### src/aud_pkg.sv
`default_nettype none

package aud_pkg;

    // SRAM word address width.
    localparam int ADDR_W = 20;

    // Bits per audio sample.
    localparam int SAMPLE_W = 16;

    // Words a recording may hold before it stops by itself.
    localparam int MEM_WORDS = 1024000;

    // Bit counter width that can hold SAMPLE_W itself.
    localparam int CNT_W = $clog2(SAMPLE_W) + 1;

    typedef enum logic [1:0] {
        MODE_IDLE = 2'd0,
        MODE_REC  = 2'd1,
        MODE_PLAY = 2'd2
    } aud_mode_e;

    typedef enum logic [2:0] {
        ST_IDLE      = 3'd0,
        ST_WAIT_LEFT = 3'd1,
        ST_SHIFT     = 3'd2,
        ST_PAUSE     = 3'd3,
        ST_FINISH    = 3'd4
    } eng_state_e;

endpackage

`default_nettype wire

### src/aud_core.sv
`timescale 1ns/1ns
`default_nettype none

module aud_core import aud_pkg::*; (
    input  logic                i_clk,
    input  logic                i_rst_n,
    input  logic                i_lrc,
    input  logic                i_adc_data,
    input  logic                i_start,
    input  logic                i_play,
    input  logic                i_pause,
    input  logic                i_stop,
    output logic                o_dac_data,
    output logic [ADDR_W-1:0]   o_sram_addr,
    output logic [SAMPLE_W-1:0] o_sram_wdata,
    output logic                o_sram_we_n,
    input  logic [SAMPLE_W-1:0] i_sram_rdata,
    output aud_mode_e           o_mode,
    output logic                o_busy,
    output logic [ADDR_W-1:0]   o_rec_len
);

    logic                rec_start, rec_pause, rec_stop;
    logic                play_start, play_pause, play_stop;
    logic                rec_wr_en;
    logic [ADDR_W-1:0]   rec_addr;
    logic [SAMPLE_W-1:0] rec_data;
    logic                rec_done;
    logic [ADDR_W-1:0]   rec_len;
    logic [ADDR_W-1:0]   play_addr;
    logic                play_done;
    aud_mode_e           mode;

    aud_recorder u_recorder (
        .i_clk     (i_clk),
        .i_rst_n   (i_rst_n),
        .i_lrc     (i_lrc),
        .i_data    (i_adc_data),
        .i_start   (rec_start),
        .i_pause   (rec_pause),
        .i_stop    (rec_stop),
        .o_wr_en   (rec_wr_en),
        .o_wr_addr (rec_addr),
        .o_wr_data (rec_data),
        .o_done    (rec_done),
        .o_len     (rec_len)
    );

    // Read data comes straight from the SRAM pins.
    aud_player u_player (
        .i_clk      (i_clk),
        .i_rst_n    (i_rst_n),
        .i_lrc      (i_lrc),
        .i_start    (play_start),
        .i_pause    (play_pause),
        .i_stop     (play_stop),
        .i_len      (o_rec_len),
        .i_rd_data  (i_sram_rdata),
        .o_rd_addr  (play_addr),
        .o_dac_data (o_dac_data),
        .o_done     (play_done)
    );

    aud_mem_ctrl u_mem_ctrl (
        .i_clk        (i_clk),
        .i_rst_n      (i_rst_n),
        .i_start      (i_start),
        .i_play       (i_play),
        .i_pause      (i_pause),
        .i_stop       (i_stop),
        .o_rec_start  (rec_start),
        .o_rec_pause  (rec_pause),
        .o_rec_stop   (rec_stop),
        .o_play_start (play_start),
        .o_play_pause (play_pause),
        .o_play_stop  (play_stop),
        .i_rec_wr_en  (rec_wr_en),
        .i_rec_addr   (rec_addr),
        .i_rec_data   (rec_data),
        .i_rec_done   (rec_done),
        .i_rec_len    (rec_len),
        .i_play_addr  (play_addr),
        .i_play_done  (play_done),
        .o_sram_addr  (o_sram_addr),
        .o_sram_wdata (o_sram_wdata),
        .o_sram_we_n  (o_sram_we_n),
        .o_len        (o_rec_len),
        .o_mode       (mode)
    );

    assign o_mode = mode;
    assign o_busy = (mode != MODE_IDLE);

endmodule

`default_nettype wire

### src/aud_mem_ctrl.sv
`timescale 1ns/1ns
`default_nettype none

module aud_mem_ctrl import aud_pkg::*; (
    input  logic                i_clk,
    input  logic                i_rst_n,
    input  logic                i_start,
    input  logic                i_play,
    input  logic                i_pause,
    input  logic                i_stop,
    output logic                o_rec_start,
    output logic                o_rec_pause,
    output logic                o_rec_stop,
    output logic                o_play_start,
    output logic                o_play_pause,
    output logic                o_play_stop,
    input  logic                i_rec_wr_en,
    input  logic [ADDR_W-1:0]   i_rec_addr,
    input  logic [SAMPLE_W-1:0] i_rec_data,
    input  logic                i_rec_done,
    input  logic [ADDR_W-1:0]   i_rec_len,
    input  logic [ADDR_W-1:0]   i_play_addr,
    input  logic                i_play_done,
    output logic [ADDR_W-1:0]   o_sram_addr,
    output logic [SAMPLE_W-1:0] o_sram_wdata,
    output logic                o_sram_we_n,
    output logic [ADDR_W-1:0]   o_len,
    output aud_mode_e           o_mode
);

    aud_mode_e         mode_r, mode_w;
    logic [ADDR_W-1:0] len_r;
    logic              rec_sel;
    logic              play_sel;
    logic              idle;

    assign idle     = (mode_r == MODE_IDLE);
    assign rec_sel  = (mode_r == MODE_REC);
    assign play_sel = (mode_r == MODE_PLAY);

    always_comb begin
        mode_w = mode_r;
        case (mode_r)
            MODE_IDLE: begin
                if (i_start) begin
                    mode_w = i_play ? MODE_PLAY : MODE_REC;
                end
            end
            MODE_REC: begin
                if (i_rec_done) begin
                    mode_w = MODE_IDLE;
                end
            end
            MODE_PLAY: begin
                if (i_play_done) begin
                    mode_w = MODE_IDLE;
                end
            end
            default: mode_w = MODE_IDLE;
        endcase
    end

    always_ff @(posedge i_clk) begin
        if (i_rst_n) begin
            mode_r       <= MODE_IDLE;
            len_r        <= '0;
            o_rec_start  <= 1'b0;
            o_rec_pause  <= 1'b0;
            o_rec_stop   <= 1'b0;
            o_play_start <= 1'b0;
            o_play_pause <= 1'b0;
            o_play_stop  <= 1'b0;
        end else begin
            mode_r       <= mode_w;
            // Commands reach only the engine that owns the mode.
            o_rec_start  <= i_start && idle && !i_play;
            o_rec_pause  <= i_pause && rec_sel;
            o_rec_stop   <= i_stop && rec_sel;
            o_play_start <= i_start && idle && i_play;
            o_play_pause <= i_pause && play_sel;
            o_play_stop  <= i_stop && play_sel;
            if (rec_sel && i_rec_done) begin
                len_r <= i_rec_len;
            end
        end
    end

    // Single SRAM port shared by mode.
    assign o_sram_addr  = play_sel ? i_play_addr : i_rec_addr;
    assign o_sram_wdata = rec_sel ? i_rec_data : '0;
    assign o_sram_we_n  = ~(rec_sel & i_rec_wr_en);

    assign o_len  = len_r;
    assign o_mode = mode_r;

endmodule

`default_nettype wire

### src/aud_player.sv
`timescale 1ns/1ns
`default_nettype none

module aud_player import aud_pkg::*; (
    input  logic                i_clk,
    input  logic                i_rst_n,
    input  logic                i_lrc,
    input  logic                i_start,
    input  logic                i_pause,
    input  logic                i_stop,
    input  logic [ADDR_W-1:0]   i_len,
    input  logic [SAMPLE_W-1:0] i_rd_data,
    output logic [ADDR_W-1:0]   o_rd_addr,
    output logic                o_dac_data,
    output logic                o_done
);

    eng_state_e           state_r, state_w;
    logic [CNT_W-1:0]     cnt_r, cnt_w;
    logic [ADDR_W-1:0]    addr_r, addr_w;
    logic [SAMPLE_W-1:0]  shift_r;
    logic                 pause_r, pause_w;
    logic                 stop_r, stop_w;
    logic                 done_r, done_w;
    logic                 lrc_q;
    logic                 lrc_rise;
    logic                 load;
    logic                 shift_en;

    assign lrc_rise = i_lrc & ~lrc_q;

    always_comb begin
        state_w  = state_r;
        cnt_w    = cnt_r;
        addr_w   = addr_r;
        pause_w  = pause_r;
        stop_w   = stop_r;
        done_w   = 1'b0;
        load     = 1'b0;
        shift_en = 1'b0;

        if (state_r != ST_IDLE && state_r != ST_FINISH) begin
            if (i_pause) begin
                pause_w = ~pause_r;
            end
            if (i_stop) begin
                stop_w = 1'b1;
            end
        end

        case (state_r)
            ST_IDLE: begin
                if (i_start) begin
                    addr_w  = '0;
                    pause_w = 1'b0;
                    stop_w  = 1'b0;
                    state_w = (i_len == '0) ? ST_FINISH : ST_WAIT_LEFT;
                end
            end
            ST_WAIT_LEFT: begin
                if (stop_r) begin
                    state_w = ST_FINISH;
                end else if (lrc_rise) begin
                    if (pause_r) begin
                        state_w = ST_PAUSE;
                    end else begin
                        load    = 1'b1;
                        addr_w  = addr_r + 1'b1;
                        cnt_w   = '0;
                        state_w = ST_SHIFT;
                    end
                end
            end
            ST_SHIFT: begin
                if (!i_lrc && cnt_r != CNT_W'(SAMPLE_W)) begin
                    shift_en = 1'b1;
                    cnt_w    = cnt_r + 1'b1;
                    // Last bit of the last word, or a pending stop.
                    if (cnt_r == CNT_W'(SAMPLE_W - 1) && (addr_r == i_len || stop_r)) begin
                        state_w = ST_FINISH;
                    end
                end else if (lrc_rise) begin
                    if (stop_r) begin
                        state_w = ST_FINISH;
                    end else if (pause_r) begin
                        state_w = ST_PAUSE;
                    end else begin
                        load   = 1'b1;
                        addr_w = addr_r + 1'b1;
                        cnt_w  = '0;
                    end
                end
            end
            ST_PAUSE: begin
                if (stop_r) begin
                    state_w = ST_FINISH;
                end else if (!pause_r) begin
                    state_w = ST_WAIT_LEFT;
                end
            end
            ST_FINISH: begin
                done_w  = 1'b1;
                state_w = ST_IDLE;
            end
            default: state_w = ST_IDLE;
        endcase
    end

    always_ff @(posedge i_clk) begin
        if (i_rst_n) begin
            state_r <= ST_IDLE;
            cnt_r   <= '0;
            addr_r  <= '0;
            pause_r <= 1'b0;
            stop_r  <= 1'b0;
            done_r  <= 1'b0;
            lrc_q   <= 1'b0;
        end else begin
            state_r <= state_w;
            cnt_r   <= cnt_w;
            addr_r  <= addr_w;
            pause_r <= pause_w;
            stop_r  <= stop_w;
            done_r  <= done_w;
            lrc_q   <= i_lrc;
        end
    end

    always_ff @(posedge i_clk) begin
        if (load) begin
            shift_r <= i_rd_data;
        end else if (shift_en) begin
            shift_r <= {shift_r[SAMPLE_W-2:0], 1'b0};
        end
    end

    // Silent in the right half and after the sixteenth bit.
    assign o_dac_data = (state_r == ST_SHIFT) && !i_lrc && (cnt_r != CNT_W'(SAMPLE_W))
                        && shift_r[SAMPLE_W-1];
    assign o_rd_addr  = addr_r;
    assign o_done     = done_r;

endmodule

`default_nettype wire

### src/aud_recorder.sv
`timescale 1ns/1ns
`default_nettype none

module aud_recorder import aud_pkg::*; (
    input  logic                i_clk,
    input  logic                i_rst_n,
    input  logic                i_lrc,
    input  logic                i_data,
    input  logic                i_start,
    input  logic                i_pause,
    input  logic                i_stop,
    output logic                o_wr_en,
    output logic [ADDR_W-1:0]   o_wr_addr,
    output logic [SAMPLE_W-1:0] o_wr_data,
    output logic                o_done,
    output logic [ADDR_W-1:0]   o_len
);

    eng_state_e           state_r, state_w;
    logic [CNT_W-1:0]     cnt_r, cnt_w;
    logic [ADDR_W-1:0]    addr_r, addr_w;
    logic [SAMPLE_W-1:0]  shift_r;
    logic                 pause_r, pause_w;
    logic                 stop_r, stop_w;
    logic                 wr_en_r, wr_en_w;
    logic                 done_r, done_w;
    logic                 lrc_q;
    logic                 lrc_fall;
    logic                 shift_en;

    // First cycle of the left half.
    assign lrc_fall = lrc_q & ~i_lrc;

    always_comb begin
        state_w  = state_r;
        cnt_w    = cnt_r;
        addr_w   = addr_r;
        pause_w  = pause_r;
        stop_w   = stop_r;
        wr_en_w  = 1'b0;
        done_w   = 1'b0;
        shift_en = 1'b0;

        // Address moves on once the word has gone out.
        if (wr_en_r) begin
            addr_w = addr_r + 1'b1;
        end

        if (state_r != ST_IDLE && state_r != ST_FINISH) begin
            if (i_pause) begin
                pause_w = ~pause_r;
            end
            if (i_stop) begin
                stop_w = 1'b1;
            end
        end

        case (state_r)
            ST_IDLE: begin
                if (i_start) begin
                    addr_w  = '0;
                    cnt_w   = '0;
                    pause_w = 1'b0;
                    stop_w  = 1'b0;
                    state_w = ST_WAIT_LEFT;
                end
            end
            ST_WAIT_LEFT: begin
                // Pending commands apply at the frame boundary.
                if (stop_r) begin
                    state_w = ST_FINISH;
                end else if (pause_r) begin
                    state_w = ST_PAUSE;
                end else if (lrc_fall) begin
                    shift_en = 1'b1;
                    cnt_w    = CNT_W'(1);
                    state_w  = ST_SHIFT;
                end
            end
            ST_SHIFT: begin
                shift_en = 1'b1;
                if (cnt_r == CNT_W'(SAMPLE_W - 1)) begin
                    wr_en_w = 1'b1;
                    cnt_w   = '0;
                    if (addr_r == ADDR_W'(MEM_WORDS - 1)) begin
                        state_w = ST_FINISH;
                    end else begin
                        state_w = ST_WAIT_LEFT;
                    end
                end else begin
                    cnt_w = cnt_r + 1'b1;
                end
            end
            ST_PAUSE: begin
                if (stop_r) begin
                    state_w = ST_FINISH;
                end else if (!pause_r) begin
                    state_w = ST_WAIT_LEFT;
                end
            end
            ST_FINISH: begin
                done_w  = 1'b1;
                state_w = ST_IDLE;
            end
            default: state_w = ST_IDLE;
        endcase
    end

    always_ff @(posedge i_clk) begin
        if (i_rst_n) begin
            state_r <= ST_IDLE;
            cnt_r   <= '0;
            addr_r  <= '0;
            pause_r <= 1'b0;
            stop_r  <= 1'b0;
            wr_en_r <= 1'b0;
            done_r  <= 1'b0;
            lrc_q   <= 1'b0;
        end else begin
            state_r <= state_w;
            cnt_r   <= cnt_w;
            addr_r  <= addr_w;
            pause_r <= pause_w;
            stop_r  <= stop_w;
            wr_en_r <= wr_en_w;
            done_r  <= done_w;
            lrc_q   <= i_lrc;
        end
    end

    // MSB arrives first.
    always_ff @(posedge i_clk) begin
        if (shift_en) begin
            shift_r <= {shift_r[SAMPLE_W-2:0], i_data};
        end
    end

    assign o_wr_en   = wr_en_r;
    assign o_wr_addr = addr_r;
    assign o_wr_data = shift_r;
    assign o_done    = done_r;
    assign o_len     = addr_r;

endmodule

`default_nettype wire
### config.mk
export PLATFORM = sky130hd
export DESIGN_NAME = aud_core
export DESIGN_NICKNAME = d
export VERILOG_FILES = /design/src/aud_pkg.sv /design/src/aud_core.sv /design/src/aud_mem_ctrl.sv /design/src/aud_player.sv /design/src/aud_recorder.sv
export SDC_FILE = /design/constraint.sdc
export NUM_CORES = 1
export LEC_CHECK = 0
export BUFFER_PORTS_ARGS = -buffer_cell sky130_fd_sc_hd__buf_2
export CORE_UTILIZATION = 60
export CTS_CLUSTER_DIAMETER = 150
export DETAILED_ROUTE_END_ITERATION = 12
export PLACE_DENSITY = 0.87
export SKIP_LAST_GASP = 1
export SYNTH_ARGS = -nofsm -noshare
export SYNTH_HDL_FRONTEND = slang
export SYNTH_HIERARCHICAL = 1
export SYNTH_SLANG_ARGS = --single-unit
### constraint.sdc
create_clock -name i_clk -period 4.3 [get_ports i_clk]
set_input_delay 0.215 -clock i_clk [delete_from_list [all_inputs] [get_ports i_clk]]
set_output_delay 0.215 -clock i_clk [all_outputs]
set_load 0.02 [all_outputs]
==> impl_metrics.yaml, run 1 <==
cells_and_area:
  finish.net_count: 744
  layout_common_cells: "93 x sky130_fd_sc_hd__dfxtp_1, 84 x sky130_fd_sc_hd__buf_2, 55 x sky130_fd_sc_hd__nor2_1"
  syn2layout_area_growth_pct: 16.4
  final_core_util: 0.716
  diode_insertion_count_for_antenna_repair: 0
  drive_gt1_frac: 0.254
  mostFrequentLayoutCell: "sky130_fd_sc_hd__dfxtp_1"
  instances_no_fill: 863
  final_area_um2: 7360
timing:
  timing.final.crit_share: 0.662
  finalWorstPathRequiredPeriod_ns: 2.85
  report.final.setup_viol: 0
  timing.max_slew.rel_slack: 0.196
  skew_ns: 0.00746
  hold_slack_ns: 0.0809
  drv_slew: 0
  timing_worst_slew_pin_value_ns: 1.21
  setup_tns_ns: 0
  achievable-frequency_mhz: 351
  setup_repair_after_global_routing_missed_its_margin: "no"
  final_hold_viol_count: 0
critical_path:
  path_delay_family: "simple AND/OR/NAND/NOR gates"
  startpoint_type: "flip-flop"
  worstPathCellList: "nand2b_1, mux2_2, buf_2"
  worst_path_largest_cell_delay_ns: 0.96
  critical_path.slowest_cell: "sky130_fd_sc_hd__nand2b_1"
  worst-setup-path-type: "reg -> out"
  critical_path_peak_fanout: 22
  worst_path_arrival_time_ns: 2.63
  worst_path_required_time_ns: 4.09
  setup.worst_path.end_class: "output pin"
  buffers_plus_inverters_on_the_worst_setup_path: 1
pwr:
  power.density_nw_per_um2: 372
  max-vdd-ir-drop_mv: 0.318
  static_leakage_uw: 0.00286
place:
  buffer_ports.inserted: 84
  placedInstanceArea_um2: 6630
  place.detailed.hpwl_mm: 9.81
  placed_cells: 810
  gp_routability_congestion: 0.894
synth:
  post_synth_num_cell_types: 65
  synth_nets: 667
  ys.flop_type: "sky130_fd_sc_hd__dfxtp_1"
  synth_warnings: 6
  post_synthesis_instance_area_um2: 6330
  asyncSetResetFlopFracSynth: 0
  netlist_instances: 637
  synth_enable_flop_cells: 32
  yosys_register_bits: 125
  postSynthAreaPerCell_um2: 9.93
  synth-seq-area-share: 0.446
clock_tree:
  clock_tree_from_tritoncts: "done"
  path_clk_slew_ns: 0.06
  post_cts_resize_count: 0
  clock_tree.htree_level_count: 4
  cts_root_buf: "sky130_fd_sc_hd__clkbuf_8"
  worst_skew_pair.late_latency_ns: 0.54
  numClockSinks: 125
  cts_max_path_buffers: 2
  numCtsBuffers: 17
floorplan:
  floorplan.io_pins: 85
  placeableCoreArea_um2: 10300
  y_dimension_of_the_die_um: 105
  std_cell_rows: 37
  floorplan.die_area_um2: 11000
  initial_core_util: 0.616
  chipWidth_um: 105
grt:
  gr_busiest_metal: "met2"
  grt_use_met3: 0.0755
  groute.layer.met2.usage: 0.505
  grtUsageMet1: 0.363
  first_global_vias: 5063
  overflow: 0
  total_track_usage: 0.297
  initial_antenna_violation_count: 0
  grt_first_pass_wirelength_mm: 25.4
  maximum_number_of_pins_on_one_net_before_global_route_repair: 72
drt:
  viasPerCell: 6.07
  ant_nets_after_route: 0
  drt_pre_antenna_iters: 5
  drt_drc_violations_left: 0
  via_count: 5240
  postRouteWirelength_mm: 16.0
  detail_route.iter0.violations: 417
  wire_per_inst_um: 18.6
run_status:
  outcome: "finished clean"
hold_path:
  hold_path.class: "in -> reg"
job:
  timing.max_cap.violations: 0
-- through the flow --
step           power [µW]  setup WS [ns]
2_1_floorplan        1400           2.16
4_1_cts              2730           1.48
3_3_place_gp         1450           1.87
5_1_grt              2820           1.37
6_report             2740           1.45
3_5_place_dp         1450           1.70
-- flip-flops by register name (all words and copies together) (netlist names), 2 cells and up --
| name | count |
|---|---|
| u_player/state_r | 3 |
| u_recorder/cnt_r | 5 |
| u_player/cnt_r | 5 |
| u_recorder/o_wr_data | 16 |
| u_mem_ctrl/o_len | 20 |
| u_mem_ctrl/o_mode | 2 |
| u_player/o_rd_addr | 20 |
| u_recorder/o_len | 20 |
| u_recorder/state_r | 3 |
| u_player/shift_r | 16 |
-- layout make-up --
cell class	count	area, µm²
Timing Repair Buffer	106	638
Tap cell	136	170
Clock inverter	13	101
Clock buffer	19	422
Inverter	14	52.6
Fill cell	724	2920
Sequential cell	125	2820
Multi-Input combinational cell	450	3160
-- power by group --
group          internal [µW]  leakage (µW)  switching [µW]  total, µW
clock                    755      0.000248             527       1280
combinational           84.8       0.00158             111        195
sequential              1230       0.00104            31.1       1260
-- metal layers --
metal / up-vias / wire length (µm)
met5: - / 0
met4: 0 / 249
met3: 24 / 1380
met2: 295 / 8010
met1: 2524 / 6390
li1: 2397 / -
-- cells by family after synthesis --
group                    Yosys count  synth area share
buffers and inverters             62            0.0552
XOR/XNOR                          50            0.0692
multiplexers                      58            0.0989
AND/OR/NAND/NOR                  269             0.253
flip-flops                       125             0.446
AO/OA/AOI/OAI                     67            0.0655
adder cells (fa/ha/maj)            6            0.0119
-- worst reg2reg max path: stages, from the launching register on --
cell and delay (ns):
sky130_fd_sc_hd__dfxtp_1 0.50, sky130_fd_sc_hd__xor2_1 0.30, sky130_fd_sc_hd__nand3_1 0.63, sky130_fd_sc_hd__and2_0 0.49, sky130_fd_sc_hd__inv_1 0.50
-- Yosys cell counts, types with 3 or more instances --
cell type / instances / share of area
sky130_fd_sc_hd__dfxtp_1: 93 / 0.29
sky130_fd_sc_hd__nor2_1: 55 / 0.033
sky130_fd_sc_hd__nand2b_1: 43 / 0.043
sky130_fd_sc_hd__mux2_2: 36 / 0.064
sky130_fd_sc_hd__edfxtp_1: 32 / 0.15
sky130_fd_sc_hd__xnor2_1: 30 / 0.042
sky130_fd_sc_hd__a21oi_1: 28 / 0.022
sky130_fd_sc_hd__nand2_1: 24 / 0.014
sky130_fd_sc_hd__buf_4: 22 / 0.026
sky130_fd_sc_hd__mux2i_1: 22 / 0.035
sky130_fd_sc_hd__xor2_1: 20 / 0.028
sky130_fd_sc_hd__clkbuf_1: 19 / 0.011
sky130_fd_sc_hd__and2_2: 16 / 0.019
sky130_fd_sc_hd__nand3_1: 16 / 0.013
sky130_fd_sc_hd__inv_1: 14 / 0.0083
sky130_fd_sc_hd__nand4_1: 14 / 0.014
sky130_fd_sc_hd__and3_1: 12 / 0.012
sky130_fd_sc_hd__nor3_1: 11 / 0.0087
sky130_fd_sc_hd__nor3b_1: 10 / 0.012
sky130_fd_sc_hd__nor4_1: 10 / 0.0099
sky130_fd_sc_hd__o21ai_0: 10 / 0.0079
sky130_fd_sc_hd__nor2b_1: 8 / 0.0079
sky130_fd_sc_hd__or3_1: 8 / 0.0079
sky130_fd_sc_hd__ha_1: 6 / 0.012
sky130_fd_sc_hd__a211oi_1: 5 / 0.0059
sky130_fd_sc_hd__buf_6: 4 / 0.0071
sky130_fd_sc_hd__nor4b_1: 4 / 0.0055
sky130_fd_sc_hd__o31ai_1: 4 / 0.0047
sky130_fd_sc_hd__or3b_2: 4 / 0.0055
sky130_fd_sc_hd__or4_1: 4 / 0.0047
sky130_fd_sc_hd__and2_1: 3 / 0.0030
sky130_fd_sc_hd__nand4b_1: 3 / 0.0042
sky130_fd_sc_hd__nand4bb_1: 3 / 0.0053
sky130_fd_sc_hd__o21ai_1: 3 / 0.0024
-- final timing paths --
path | start | endpoint | slack, ns | cells past startpoint
setup / recovery | u_mem_ctrl/o_mode[0]$_SDFFE_PP0P_ | o_sram_addr[12] | 1.45 | 3
hold / removal | i_start | u_mem_ctrl/o_mode[1]$_SDFFE_PP0P_ | 0.08 | 3
setup reg to reg | u_player/state_r[1]$_SDFFE_PP0P_ | u_player/shift_r[10]$_DFFE_PP_ | 1.53 | 4
hold reg to reg | u_recorder/o_wr_data[2]$_DFFE_PP_ | u_recorder/o_wr_data[3]$_DFFE_PP_ | 0.44 | 0
-- repair_timing --
action | CTS | global route
hold buffers | 21 | 0
buffers inserted | 0 | 0
setup endpoints to repair | 0 | 0
hold endpoints to repair | 25 | 0
Note: power is estimated with default switching activity, not from simulation.
==> run 2: changes to the inputs <==
--- a/config.mk
+++ b/config.mk
@@ -5,11 +5,12 @@
 export SDC_FILE = /design/constraint.sdc
 export NUM_CORES = 1
 export LEC_CHECK = 0
+export ABC_AREA = 1
 export BUFFER_PORTS_ARGS = -buffer_cell sky130_fd_sc_hd__buf_2
-export CORE_UTILIZATION = 60
+export CORE_UTILIZATION = 59
 export CTS_CLUSTER_DIAMETER = 150
 export DETAILED_ROUTE_END_ITERATION = 12
-export PLACE_DENSITY = 0.87
+export PLACE_DENSITY = 0.85
 export SKIP_LAST_GASP = 1
 export SYNTH_ARGS = -nofsm -noshare
 export SYNTH_HDL_FRONTEND = slang
==> constraint.sdc (replaced) <==
create_clock -name i_clk -period 2.87 [get_ports i_clk]
set_input_delay 0.1435 -clock i_clk [delete_from_list [all_inputs] [get_ports i_clk]]
set_output_delay 0.1435 -clock i_clk [all_outputs]
set_load 0.02 [all_outputs]
==> impl_metrics.yaml, run 2 <==
synth:
  post_synthesis_instance_area_um2: 6890
  synth-seq-area-share: 0.410
  ys.flop_type: "sky130_fd_sc_hd__dfxtp_1"
  synth_nets: 1010
  post_synth_num_cell_types: 46
  proportion_of_netlist_area_held_by_the_largest_area_contributor: 0.270
  post_synth_most_frequent_cells: "285 x sky130_fd_sc_hd__nand2_1, 150 x sky130_fd_sc_hd__nor2_1, 127 x sky130_fd_sc_hd__inv_1"
  synthTopCellsByArea: "sky130_fd_sc_hd__dfxtp_1 27%, sky130_fd_sc_hd__nand2_1 16%, sky130_fd_sc_hd__edfxtp_1 14%"
  postSynthAreaPerCell_um2: 7.03
  yosys_register_bits: 125
  synth_enable_flop_cells: 32
  synth_warnings: 6
  synth.most_common_cell: "sky130_fd_sc_hd__nand2_1"
  asyncSetResetFlopFracSynth: 0
  netlist_instances: 980
  synth_largest_area_cell: "sky130_fd_sc_hd__dfxtp_1"
floorplan:
  floorplan.die_area_um2: 12100
  placeableCoreArea_um2: 11400
  chipWidth_um: 110
  y_dimension_of_the_die_um: 110
  initial_core_util: 0.603
  std_cell_rows: 39
  floorplan.io_pins: 85
grt:
  first_global_vias: 5858
  overflow: 0
  total_track_usage: 0.301
  initial_antenna_violation_count: 0
  grt_first_pass_wirelength_mm: 27.4
  maximum_number_of_pins_on_one_net_before_global_route_repair: 41
clock_tree:
  cts_max_path_buffers: 2
  cts_root_buf: "sky130_fd_sc_hd__clkbuf_16"
  clock_tree_from_tritoncts: "done"
  post_cts.repair.setup_buffers: 0
  clock_tree.htree_level_count: 4
  numCtsBuffers: 17
  numClockSinks: 125
  worst_skew_pair.late_latency_ns: 0.42
  path_clk_slew_ns: 0.06
drt:
  wire_per_inst_um: 14.1
  via_count: 6445
  detail_route.iter0.violations: 575
  postRouteWirelength_mm: 17.1
  ant_nets_after_route: 0
  drt_drc_violations_left: 0
  viasPerCell: 5.30
  drt_pre_antenna_iters: 5
cells_and_area:
  syn2layout_area_growth_pct: 15.1
  layout_common_cells: "285 x sky130_fd_sc_hd__nand2_1, 150 x sky130_fd_sc_hd__nor2_1, 127 x sky130_fd_sc_hd__inv_1"
  finish.net_count: 1091
  instances_no_fill: 1217
  mostFrequentLayoutCell: "sky130_fd_sc_hd__nand2_1"
  diode_insertion_count_for_antenna_repair: 0
  drive_gt1_frac: 0.168
place:
  buffer_ports.inserted: 84
  dpl_worst_slack_ns: 0.534
  gp_routability_congestion: 0.962
  place.detailed.hpwl_mm: 11.9
  placed_cells: 1168
timing:
  report.final.setup_viol: 0
  timing.max_slew.rel_slack: 0.503
  timing.final.crit_share: 0.832
  achievable-frequency_mhz: 419
  timing_worst_slew_pin_value_ns: 0.745
  hold_slack_ns: 0.0177
  setup_repair_after_global_routing_missed_its_margin: "no"
  final_hold_viol_count: 0
  drv_slew: 0
  setup_tns_ns: 0
  final.setup.worst_slack_ns: 0.482
  finalWorstPathRequiredPeriod_ns: 2.39
  skew_ns: 0.00884
critical_path:
  worst_path_largest_cell_delay_ns: 0.51
  worst_r2r_path_depth: 10
  worstPathCellList: "dlygate4sd3_1, buf_2, inv_1, or2_2, nand2_1, nand2_1, a21oi_2, nand3_4, nor2_8, nor2_2, inv_1"
  worst_path_arrival_time_ns: 2.44
  critical_path_peak_fanout: 19
  worst-setup-path-type: "in -> reg"
  worst_path_required_time_ns: 2.92
  startpoint_type: "input port"
  critical_path.slowest_cell: "sky130_fd_sc_hd__dlygate4sd3_1"
  setup.worst_path.end_class: "flip-flop"
run_status:
  outcome: "finished clean"
job:
  timing.max_cap.violations: 0
pwr:
  max-vdd-ir-drop_mv: 0.573
  static_leakage_uw: 0.00384
  power.density_nw_per_um2: 725
hold_path:
  hold_path_depth: 3
  hold_path.class: "in -> reg"
[run 2: changes by cell type after synthesis, moves of 25 or more]
cell                       delta
sky130_fd_sc_hd__nand2_1    +261
sky130_fd_sc_hd__mux2_2      -36
sky130_fd_sc_hd__inv_1      +113
sky130_fd_sc_hd__xnor2_1     -25
sky130_fd_sc_hd__nand2b_1    -43
sky130_fd_sc_hd__nand3_1     +37
sky130_fd_sc_hd__nor2_1      +95
[run 2: worst paths after layout]
check	slack [ns]	endpoint	from
setup / recovery	0.48	u_player/shift_r[9]$_DFFE_PP_	i_lrc
hold reg to reg	0.45	u_recorder/o_wr_data[2]$_DFFE_PP_	u_recorder/o_wr_data[1]$_DFFE_PP_
hold / removal	0.02	u_player/shift_r[2]$_DFFE_PP_	i_sram_rdata[2]
setup reg to reg	0.51	u_player/shift_r[9]$_DFFE_PP_	u_player/state_r[1]$_SDFFE_PP0P_
[run 2: metal layers]
metal	wire, µm	global-route usage	vias to the layer above
met4	573	0.159	0
met2	8110	0.498	283
met1	7260	0.362	2907
met5	0	0	-
li1	-	-	3213
met3	1210	0.0717	42
[run 2: report_power, final]
part           switching, µW  leakage, µW  internal [µW]  total, µW
Combinational           1110      0.00253            410       1520
Clock                    809     0.000266           1210       2020
Sequential               108      0.00104           2100       2200
Total                   2030      0.00384           3710       5740
[run 2: kinds of logic (layout without fill, tap and decap cells)]
group	after synthesis	in the layout	synth area share
fa+ha+maj	6	6	0.0109
buf+inv	185	279	0.126
xor+xnor	14	14	0.0178
flops	125	125	0.410
compound gates	73	73	0.0620
simple gates	577	577	0.373
[run 2: timing repair]
item,CTS,global route
resized for setup,0,0
endpoints found under the hold margin,20,0
hold buffers,17,0
endpoints found under the setup margin,0,0
[run 2: area by class of cell]
cell class	count	area (µm²)
Tap cell	143	179
Inverter	140	533
Sequential cell	125	2820
Multi-Input combinational cell	670	3200
Timing Repair Buffer	107	636
Clock inverter	14	119
Fill cell	931	3490
Clock buffer	18	439
[run 2: worst max-delay path, delay by kind of cell]
family          cells  cell delay, ns
buf+inv             4            1.17
compound gates      1            0.16
simple gates        6            0.96
[run 2: through the flow]
stage | power, µW | instance area (µm²) | utilization
2_1_floorplan | 3450 | 6890 | -
3_3_place_gp | 3670 | 7200 | 0.630
3_5_place_dp | 3710 | 7200 | 0.630
4_1_cts | 5740 | 7920 | 0.694
5_1_grt | 6030 | 7920 | 0.694
6_report | 5740 | 7920 | 0.694
